## config.mk

```make
export PLATFORM = sky130hd
export DESIGN_NAME = id_stage
export DESIGN_NICKNAME = d
export VERILOG_FILES = /design/src/design/isa_pkg.sv /design/src/design/pipe_pkg.sv /design/src/design/branch_unit.sv /design/src/design/id_ex_reg.sv /design/src/design/id_stage.sv /design/src/design/inst_decoder.sv /design/src/design/operand_forward.sv
export VERILOG_INCLUDE_DIRS = /design/src /design/src/design
export SDC_FILE = /design/constraint.sdc
export NUM_CORES = 1
export LEC_CHECK = 0
export BUFFER_PORTS_ARGS = -buffer_cell sky130_fd_sc_hd__buf_4
export CAP_MARGIN = 15
export CORE_AREA = 2 2 158 160
export DETAILED_ROUTE_END_ITERATION = 12
export DIE_AREA = 0 0 160 162
export GPL_TIMING_DRIVEN = 0
export PLACE_DENSITY = 0.75
export SYNTH_ARGS = -nofsm -noshare
export SYNTH_HDL_FRONTEND = slang
export SYNTH_HIERARCHICAL = 1
export SYNTH_SLANG_ARGS = --single-unit
```

## constraint.sdc

```tcl
create_clock -name clk -period 5.3 [get_ports clk]
set_clock_uncertainty 0.1 [all_clocks]
set_input_delay 0.795 -clock clk [delete_from_list [all_inputs] [get_ports clk]]
set_output_delay 0.795 -clock clk [all_outputs]
set_load 0.01 [all_outputs]
```

## src/design/id_consts.svh

```systemverilog
`ifndef ID_CONSTS_SVH
`define ID_CONSTS_SVH

// datapath and pc width
`define REG_W      32
`define REG_ADDR_W 5

// instruction field widths
`define OPCODE_W   6
`define FUNCT_W    6
`define IMM_W      16
`define JIDX_W     26

// JAL writes its return address here
`define LINK_REG   5'd31

`endif

```

## src/design/isa_pkg.sv

```systemverilog
`include "id_consts.svh"

package isa_pkg;

	// major opcodes kept in this decode stage
	typedef enum logic [`OPCODE_W-1:0] {
		OP_SPECIAL = 6'h00,
		OP_J       = 6'h02,
		OP_JAL     = 6'h03,
		OP_BEQ     = 6'h04,
		OP_BNE     = 6'h05,
		OP_ADDIU   = 6'h09,
		OP_ANDI    = 6'h0c,
		OP_ORI     = 6'h0d,
		OP_XORI    = 6'h0e,
		OP_LUI     = 6'h0f,
		OP_LW      = 6'h23
	} opcode_e;

	// funct field of SPECIAL
	typedef enum logic [`FUNCT_W-1:0] {
		FN_ADDU = 6'h21,
		FN_SUBU = 6'h23,
		FN_AND  = 6'h24,
		FN_OR   = 6'h25,
		FN_XOR  = 6'h26,
		FN_NOR  = 6'h27,
		FN_SLT  = 6'h2a
	} funct_e;

	typedef struct packed {
		opcode_e                opcode;
		logic [`REG_ADDR_W-1:0] rs;
		logic [`REG_ADDR_W-1:0] rt;
		logic [`REG_ADDR_W-1:0] rd;
		logic [4:0]             shamt;
		funct_e                 funct;
	} r_fmt_t;

	typedef struct packed {
		opcode_e                opcode;
		logic [`REG_ADDR_W-1:0] rs;
		logic [`REG_ADDR_W-1:0] rt;
		logic [`IMM_W-1:0]      imm;
	} i_fmt_t;

	typedef struct packed {
		opcode_e            opcode;
		logic [`JIDX_W-1:0] index;
	} j_fmt_t;

	// one fetched word, three views of it
	typedef union packed {
		r_fmt_t r;
		i_fmt_t i;
		j_fmt_t j;
	} instr_u;

endpackage

```

## src/design/pipe_pkg.sv

```systemverilog
`include "id_consts.svh"

package pipe_pkg;

	// nop must stay at zero, a bubble is an all zero bundle
	typedef enum logic [4:0] {
		ALU_NOP, ALU_OR, ALU_AND, ALU_XOR, ALU_NOR, ALU_ADDU, ALU_SUBU,
		ALU_SLT, ALU_LUI, ALU_LW, ALU_JAL, ALU_BEQ, ALU_BNE, ALU_J
	} alu_op_e;

	typedef struct packed {
		logic                   re1;
		logic                   re2;
		logic [`REG_ADDR_W-1:0] addr1;
		logic [`REG_ADDR_W-1:0] addr2;
	} rf_read_t;

	// result of a later stage, as seen from decode
	typedef struct packed {
		logic                   wreg;
		logic [`REG_ADDR_W-1:0] wd;
		logic [`REG_W-1:0]      wdata;
		alu_op_e                aluop;
	} fwd_src_t;

	typedef struct packed {
		alu_op_e                aluop;
		logic [`REG_W-1:0]      op1;
		logic [`REG_W-1:0]      op2;
		logic [`REG_ADDR_W-1:0] wd;
		logic                   wreg;
		logic [`REG_W-1:0]      link_addr;
	} id_ex_t;

	typedef struct packed {
		logic              taken;
		logic [`REG_W-1:0] target;
	} branch_t;

endpackage

```

## src/design/branch_unit.sv

```systemverilog
`timescale 1ns/100ps
`include "id_consts.svh"

module branch_unit (
	input  isa_pkg::instr_u    inst_i,
	input  logic [`REG_W-1:0]  pc_i,
	input  logic [`REG_W-1:0]  op1_i,
	input  logic [`REG_W-1:0]  op2_i,
	input  logic               stall_i,
	output pipe_pkg::branch_t  branch_o
);

	logic [`REG_W-1:0] pc_plus4;
	logic [`REG_W-1:0] br_offset;
	logic [`REG_W-1:0] j_target;
	logic [`REG_W-1:0] b_target;
	logic              taken_raw;

	assign pc_plus4  = pc_i + `REG_W'd4;
	assign br_offset = {{(`REG_W-`IMM_W-2){inst_i.i.imm[`IMM_W-1]}}, inst_i.i.imm, 2'b00};
	assign b_target  = pc_plus4 + br_offset;
	// region of the delay slot, index in words
	assign j_target  = {pc_plus4[`REG_W-1 -: 4], inst_i.j.index, 2'b00};

	always_comb begin
		taken_raw = 1'b0;
		branch_o.target = b_target;
		case (inst_i.j.opcode)
			isa_pkg::OP_J, isa_pkg::OP_JAL: begin
				taken_raw = 1'b1;
				branch_o.target = j_target;
			end
			isa_pkg::OP_BEQ: begin
				taken_raw = (op1_i == op2_i);
			end
			isa_pkg::OP_BNE: begin
				taken_raw = (op1_i != op2_i);
			end
			default: begin
				taken_raw = 1'b0;
			end
		endcase
	end

	// operands are not valid during a load-use stall
	assign branch_o.taken = taken_raw && !stall_i;

endmodule

```

## src/design/id_ex_reg.sv

```systemverilog
`timescale 1ns/100ps
`include "id_consts.svh"

module id_ex_reg (
	input  logic             clk,
	input  logic             rst_i,
	input  logic             stall_i,
	input  pipe_pkg::id_ex_t bundle_i,
	output pipe_pkg::id_ex_t id_ex_o
);

	logic insert_bubble;

	assign insert_bubble = rst_i || stall_i;

	// control fields
	always_ff @(posedge clk) begin
		if (insert_bubble) begin
			id_ex_o.aluop <= pipe_pkg::ALU_NOP;
			id_ex_o.wreg  <= 1'b0;
			id_ex_o.wd    <= '0;
		end else begin
			id_ex_o.aluop <= bundle_i.aluop;
			id_ex_o.wreg  <= bundle_i.wreg;
			id_ex_o.wd    <= bundle_i.wd;
		end
	end

	// payload, zeroed in a bubble so ex sees clean operands
	always_ff @(posedge clk) begin
		if (insert_bubble) begin
			id_ex_o.op1       <= '0;
			id_ex_o.op2       <= '0;
			id_ex_o.link_addr <= '0;
		end else begin
			id_ex_o.op1       <= bundle_i.op1;
			id_ex_o.op2       <= bundle_i.op2;
			id_ex_o.link_addr <= bundle_i.link_addr;
		end
	end

endmodule

```

## src/design/id_stage.sv

```systemverilog
`timescale 1ns/100ps
`include "id_consts.svh"

module id_stage (
	input  logic               clk,
	input  logic               rst_i,
	input  logic [`REG_W-1:0]  pc_i,
	input  isa_pkg::instr_u    inst_i,
	input  pipe_pkg::fwd_src_t ex_fwd_i,
	input  pipe_pkg::fwd_src_t mem_fwd_i,
	input  logic [`REG_W-1:0]  rf_data1_i,
	input  logic [`REG_W-1:0]  rf_data2_i,
	output pipe_pkg::rf_read_t rf_rd_o,
	output pipe_pkg::branch_t  branch_o,
	output logic               stall_o,
	output pipe_pkg::id_ex_t   id_ex_o
);

	pipe_pkg::alu_op_e      aluop;
	logic [`REG_ADDR_W-1:0] wd;
	logic                   wreg;
	logic [`REG_W-1:0]      imm;
	logic                   use_imm;
	logic [`REG_W-1:0]      link_addr;
	logic [`REG_W-1:0]      fwd1_data;
	logic [`REG_W-1:0]      fwd2_data;
	logic                   hazard1;
	logic                   hazard2;
	pipe_pkg::id_ex_t       bundle;

	inst_decoder u_dec (.inst_i(inst_i), .pc_i(pc_i), .rf_rd_o(rf_rd_o), .aluop_o(aluop),
		.wd_o(wd), .wreg_o(wreg), .imm_o(imm), .use_imm_o(use_imm), .link_addr_o(link_addr));

	operand_forward u_fwd1 (.re_i(rf_rd_o.re1), .addr_i(rf_rd_o.addr1), .rf_data_i(rf_data1_i),
		.ex_fwd_i(ex_fwd_i), .mem_fwd_i(mem_fwd_i), .data_o(fwd1_data),
		.load_hazard_o(hazard1));

	operand_forward u_fwd2 (.re_i(rf_rd_o.re2), .addr_i(rf_rd_o.addr2), .rf_data_i(rf_data2_i),
		.ex_fwd_i(ex_fwd_i), .mem_fwd_i(mem_fwd_i), .data_o(fwd2_data),
		.load_hazard_o(hazard2));

	assign stall_o = hazard1 || hazard2;

	// branch compares the raw forwarded registers, not the immediate
	branch_unit u_br (.inst_i(inst_i), .pc_i(pc_i), .op1_i(fwd1_data), .op2_i(fwd2_data),
		.stall_i(stall_o), .branch_o(branch_o));

	assign bundle.aluop     = aluop;
	assign bundle.op1       = (aluop == pipe_pkg::ALU_LUI) ? '0 : fwd1_data;
	assign bundle.op2       = use_imm ? imm : fwd2_data;
	assign bundle.wd        = wd;
	assign bundle.wreg      = wreg;
	assign bundle.link_addr = link_addr;

	id_ex_reg u_id_ex (.clk(clk), .rst_i(rst_i), .stall_i(stall_o), .bundle_i(bundle),
		.id_ex_o(id_ex_o));

endmodule

```

## src/design/inst_decoder.sv

```systemverilog
`timescale 1ns/100ps
`include "id_consts.svh"

module inst_decoder (
	input  isa_pkg::instr_u         inst_i,
	input  logic [`REG_W-1:0]       pc_i,
	output pipe_pkg::rf_read_t      rf_rd_o,
	output pipe_pkg::alu_op_e       aluop_o,
	output logic [`REG_ADDR_W-1:0]  wd_o,
	output logic                    wreg_o,
	output logic [`REG_W-1:0]       imm_o,
	output logic                    use_imm_o,
	output logic [`REG_W-1:0]       link_addr_o
);

	logic [`REG_W-1:0] imm_zext;
	logic [`REG_W-1:0] imm_sext;
	pipe_pkg::alu_op_e r_op;

	assign imm_zext = {{(`REG_W-`IMM_W){1'b0}}, inst_i.i.imm};
	assign imm_sext = {{(`REG_W-`IMM_W){inst_i.i.imm[`IMM_W-1]}}, inst_i.i.imm};

	// return address skips the delay slot
	assign link_addr_o = pc_i + `REG_W'd8;

	// funct to alu op, nop marks an unsupported funct
	always_comb begin
		case (inst_i.r.funct)
			isa_pkg::FN_AND:  r_op = pipe_pkg::ALU_AND;
			isa_pkg::FN_OR:   r_op = pipe_pkg::ALU_OR;
			isa_pkg::FN_XOR:  r_op = pipe_pkg::ALU_XOR;
			isa_pkg::FN_NOR:  r_op = pipe_pkg::ALU_NOR;
			isa_pkg::FN_ADDU: r_op = pipe_pkg::ALU_ADDU;
			isa_pkg::FN_SUBU: r_op = pipe_pkg::ALU_SUBU;
			isa_pkg::FN_SLT:  r_op = pipe_pkg::ALU_SLT;
			default:          r_op = pipe_pkg::ALU_NOP;
		endcase
	end

	always_comb begin
		rf_rd_o   = '0;
		aluop_o   = pipe_pkg::ALU_NOP;
		wd_o      = '0;
		wreg_o    = 1'b0;
		imm_o     = imm_zext;
		use_imm_o = 1'b0;
		case (inst_i.r.opcode)
			isa_pkg::OP_SPECIAL: begin
				if (r_op != pipe_pkg::ALU_NOP) begin
					rf_rd_o.re1   = 1'b1;
					rf_rd_o.re2   = 1'b1;
					rf_rd_o.addr1 = inst_i.r.rs;
					rf_rd_o.addr2 = inst_i.r.rt;
					aluop_o       = r_op;
					wd_o          = inst_i.r.rd;
					wreg_o        = 1'b1;
				end
			end
			isa_pkg::OP_ORI, isa_pkg::OP_ANDI, isa_pkg::OP_XORI: begin
				rf_rd_o.re1   = 1'b1;
				rf_rd_o.addr1 = inst_i.i.rs;
				wd_o          = inst_i.i.rt;
				wreg_o        = 1'b1;
				use_imm_o     = 1'b1;
				case (inst_i.i.opcode)
					isa_pkg::OP_ORI:  aluop_o = pipe_pkg::ALU_OR;
					isa_pkg::OP_ANDI: aluop_o = pipe_pkg::ALU_AND;
					default:          aluop_o = pipe_pkg::ALU_XOR;
				endcase
			end
			isa_pkg::OP_LUI: begin
				// no register read, ex shifts the immediate up
				aluop_o   = pipe_pkg::ALU_LUI;
				wd_o      = inst_i.i.rt;
				wreg_o    = 1'b1;
				use_imm_o = 1'b1;
			end
			isa_pkg::OP_ADDIU, isa_pkg::OP_LW: begin
				rf_rd_o.re1   = 1'b1;
				rf_rd_o.addr1 = inst_i.i.rs;
				wd_o          = inst_i.i.rt;
				wreg_o        = 1'b1;
				imm_o         = imm_sext;
				use_imm_o     = 1'b1;
				if (inst_i.i.opcode == isa_pkg::OP_LW)
					aluop_o = pipe_pkg::ALU_LW;
				else
					aluop_o = pipe_pkg::ALU_ADDU;
			end
			isa_pkg::OP_BEQ, isa_pkg::OP_BNE: begin
				rf_rd_o.re1   = 1'b1;
				rf_rd_o.re2   = 1'b1;
				rf_rd_o.addr1 = inst_i.i.rs;
				rf_rd_o.addr2 = inst_i.i.rt;
				if (inst_i.i.opcode == isa_pkg::OP_BEQ)
					aluop_o = pipe_pkg::ALU_BEQ;
				else
					aluop_o = pipe_pkg::ALU_BNE;
			end
			isa_pkg::OP_J: begin
				aluop_o = pipe_pkg::ALU_J;
			end
			isa_pkg::OP_JAL: begin
				aluop_o = pipe_pkg::ALU_JAL;
				wd_o    = `LINK_REG;
				wreg_o  = 1'b1;
			end
			default: begin
				// unknown opcode stays a nop
			end
		endcase
	end

endmodule

```

## src/design/operand_forward.sv

```systemverilog
`timescale 1ns/100ps
`include "id_consts.svh"

module operand_forward (
	input  logic                   re_i,
	input  logic [`REG_ADDR_W-1:0] addr_i,
	input  logic [`REG_W-1:0]      rf_data_i,
	input  pipe_pkg::fwd_src_t     ex_fwd_i,
	input  pipe_pkg::fwd_src_t     mem_fwd_i,
	output logic [`REG_W-1:0]      data_o,
	output logic                   load_hazard_o
);

	logic live;
	logic ex_hit;
	logic mem_hit;

	// r0 is hardwired, never forwarded
	assign live    = re_i && (addr_i != '0);
	assign ex_hit  = live && ex_fwd_i.wreg && (ex_fwd_i.wd == addr_i);
	assign mem_hit = live && mem_fwd_i.wreg && (mem_fwd_i.wd == addr_i);

	// youngest result wins
	assign data_o = ex_hit  ? ex_fwd_i.wdata :
	                mem_hit ? mem_fwd_i.wdata : rf_data_i;

	// load data only exists after mem, so ex cannot supply it
	assign load_hazard_o = live && (ex_fwd_i.aluop == pipe_pkg::ALU_LW) &&
	                       (ex_fwd_i.wd == addr_i);

endmodule

```

==> reports/metrics.csv <==
stage,metric,value,unit
cells_and_area,fillers,2108,
sta,min_period,5.768,ns
route,post_drt_wl_per_cell,23.53,um
die,dieArea,0.02592,mm^2
setup_path,worstSetupPathType,in -> out,
yosys,synthCells,1276,
sta,maxSlewViolCount,0,
route,drtPass1Iterations,5,
die,core-area,0.02411,mm^2
setup_path,cp_top_family,simple AND/OR/NAND/NOR gates,
yosys,yosys.area.top_type,dfxtp_1,
worst_hold_path,worstHoldPathType,in -> reg,
route,via_per_inst,6.048,
power_and_ir_drop,p_comb_share,42.0,%
global_routing,grt_pass1_wl,70080,um
yosys,ys_top_cells_by_area,"dfxtp_1 (19%), xnor2_1 (8.6%), nor3b_1 (5.3%)",
setup_path,max_stage_delay,0.55,ns
power_and_ir_drop,p_int,0.001715,W
setup_path,critPathRequiredTime,4.41,ns
cells_and_area,layout.nets,1931,
power_and_ir_drop,power.leakage,6.319,nW
sta,setup_viol,1,
yosys,yosysSeqAreaShare,19.43,%
cells_and_area,final_area,0.01555,mm^2
sta,final_hold_viol_count,0,
cells_and_area,regMostFlops,u_id_ex/id_ex_o,
global_routing,antenna_found_initial,2,
clock_tree,tritoncts,built,
route,routed_wirelength,47220,um
clock_tree,hold_buffers,0,
route,ant_nets,0,
yosys,ys_warn_count,6,
clock_tree,clock-sinks,107,
yosys,synth_flop_cell,dfxtp_1,
clock_tree,clk_pin_slew_worst_paths,0.08,ns
power_and_ir_drop,p_clk_share,25.7,%
global_routing,grt_max_degree,23,
power_and_ir_drop,seqPwrFrac,32.3,%
placement,io_buffer_count,362,
placement,place_congestion,0.9664,
global_routing,groute.usage.overall,34.95,%
yosys,synthDistinctLibCells,90,
setup_path,cp_max_fo,10,
sta,fin_ws,-0.4677,ns
status,violations,negative setup slack,
sta,rsz0062_at_grt,true,
cells_and_area,utilization,64.53,%
clock_tree,cts_htree_levels,3,
clock_tree,cts_root_buf,clkbuf_16,
die,die_y,162,um
placement,post-place-cells,1963,
status,outcome,"finished, violations left",
setup_path,arrival,4.87,ns
yosys,synth_edf_count,0,
die,ioPinCount,369,
setup_path,slowest_stage,or4b_1,
die,die_w,160,um
die,rows,57,
cells_and_area,drive_above_1_share,45.45,%
cells_and_area,antenna_cells,0,
cells_and_area,area_delta_synth_final,41.08,%
cells_and_area,stdcell_count,2007,
global_routing,grt_pass1_vias,12031,
job,max_cap_viol_count,0,
placement,placed_cell_area,0.01416,mm^2
route,drt_iter0_drc,1197,
yosys,yosysTopAreaCellShare,19.43,%
setup_path,crit_chain,buf_4 > nor4b_4 > o211ai_4 > a311oi_4 > buf_6 > and2_4 > xor2_2 > or4b_1 > buf_6 > buf_12 > nor4b_4 > a31oi_2 > xnor2_1 > nand4_1 > nor4_2 > nand2_2 > xnor2_2 > nand3b_1 > a21oi_2 > buf_4,
setup_path,worstSetupEndpointType,primary output,
sta,worst_pin_slew,0.7442,ns
route,drc,0,
power_and_ir_drop,swShare,36.03,%
route,vias,12138,
power_and_ir_drop,p_total,0.002681,W
yosys,synth_fp_nets,1529,
cells_and_area,reg_top3,u_id_ex/id_ex_o: 107 flops,
power_and_ir_drop,switchingPower,0.0009659,W
sta,max_freq,173.4,MHz
setup_path,critPathBufInv,5,
global_routing,grt_overflow,0,
yosys,ys_seq_elements,107,
yosys,syn_area_per_cell,8.641,um^2
yosys,async_reset_ff_share,0,%
clock_tree,clockBufferDepth,2,
sta,max_slew_margin,50.38,%
clock_tree,cts_buffers,9,
setup_path,startpoint_type,input pin,
cells_and_area,largest_register_ffs,107,
sta,layout_worst_path_cycle_share,108.8,%
power_and_ir_drop,power.density,172.3,mW/mm^2
die,start_util,45.74,%
yosys,syn-cell-area,0.01103,mm^2
placement,dp_hpwl,37400,um
power_and_ir_drop,max-vdd-ir-drop,130.2,uV
-- per-layer routing --
| layer | vias up | part of all wire [%] | global-route usage, % |
|---|---|---|---|
| met1 | 5772 | 38 | 40.57 |
| met4 | 2 | 5.8 | 19.98 |
| met2 | 692 | 47 | 58.52 |
| li1 | 5524 | - | - |
| met5 | - | 0.028 | 0 |
| met3 | 148 | 9.7 | 9.270 |
-- final timing paths --
check | slack (ns) | end | start | cells past startpoint
hold / removal | 0.68 | u_id_ex/id_ex_o[30] | pc_i[30] | 3
setup / recovery | -0.47 | branch_o[32] | inst_i[27] | 20
-- Yosys cell counts (all sizes together) (12+ instances only) --
cell type and instances:
a2bb2oi 16, a21boi 34, mux2 32, ha 36, clkbuf 38, nand4 36, nor2 49, nand2 72
nor3b 109, a32oi 17, and2 17, inv 12, xnor2 108, xor2 29, o21ai 92, a21o 13
nand3 78, and3 16, dfxtp 107, a31oi 55, nor4b 51, buf 104, a21oi 48
-- power groups by stage --
stage | logic, W | registers (W) | clock network [W]
after global routing | 0.00119 | 0.000870 | 0.000732
after detailed placement | 0.00104 | 0.000884 | 0
after CTS | 0.00109 | 0.000866 | 0.000702
after global placement | 0.00104 | 0.000884 | 0
final | 0.00112 | 0.000866 | 0.000690
after floorplan | 0.000524 | 0.000904 | 0
-- cell families (layout without fill, tap and decap cells) --
| family | Yosys count | count (layout) | synth area share, % |
|---|---|---|---|
| AO/OA/AOI/OAI | 323 | 323 | 20.88 |
| XOR/XNOR | 137 | 137 | 10.88 |
| adder cells (fa/ha/maj) | 37 | 37 | 4.267 |
| buffers and inverters | 154 | 561 | 9.430 |
| flip-flops | 107 | 107 | 19.43 |
| multiplexers | 32 | 32 | 3.268 |
| other | 1 | 1 | 0.03401 |
| AND/OR/NAND/NOR | 485 | 485 | 31.81 |
-- final cells by class --
cell class	instances	area [um^2]	area share [%]
multi-input cells	1015	8574	55.12
inverters	12	45.04	0.2896
repair buffers	398	3020	19.42
well taps	324	405.4	2.606
clock inverters	7	58.81	0.3781
flip-flops and latches	107	2142	13.77
clock buffers	9	225.2	1.448
plain buffers	135	1084	6.966
-- placed cells by master (no fill, tap or decap), types with 10 or more instances in the layout --
| cell | count |
|---|---|
| buf_4 | 437 |
| dfxtp_1 | 107 |
| xnor2_1 | 94 |
| nor3b_1 | 78 |
| nand3_1 | 77 |
| nand2_1 | 69 |
| o21ai_0 | 57 |
| nor2_1 | 45 |
| a21oi_1 | 40 |
| o21ai_1 | 35 |
| ha_1 | 35 |
| buf_6 | 33 |
| nand4_1 | 33 |
| nor4b_2 | 32 |
| nor3b_2 | 31 |
| mux2_2 | 30 |
| a21boi_1 | 28 |
| xor2_1 | 26 |
| a31oi_1 | 21 |
| a31oi_2 | 21 |
| buf_2 | 20 |
| and3_1 | 15 |
| clkbuf_1 | 15 |
| a32oi_1 | 15 |
| xnor2_2 | 14 |
| a21o_1 | 13 |
| a31oi_4 | 13 |
| inv_1 | 12 |
| clkbuf_2 | 11 |
| nor4b_4 | 11 |
| a2bb2oi_2 | 10 |
-- repair_timing --
action | in CTS | in global routing
buffers inserted | 28 | 6
pin swaps | 41 | 23
setup endpoints to repair | 3 | 8
resized for setup | 131 | 51
cloned | 1 | 0
-- stage by stage --
stage / hold slack, ns / TNS [ns] / setup slack (ns)
finish: 0.6784 / -0.4677 / -0.4677
global route: 0.6812 / -0.6303 / -0.6303
CTS: 0.6714 / -0.3843 / -0.3843
detailed placement: 1.063 / -1.578 / -1.249
global placement: 1.051 / -1.806 / -1.232
floorplan: 0.8800 / 0 / 0.1427
Note: power is estimated with default switching activity, not from simulation.
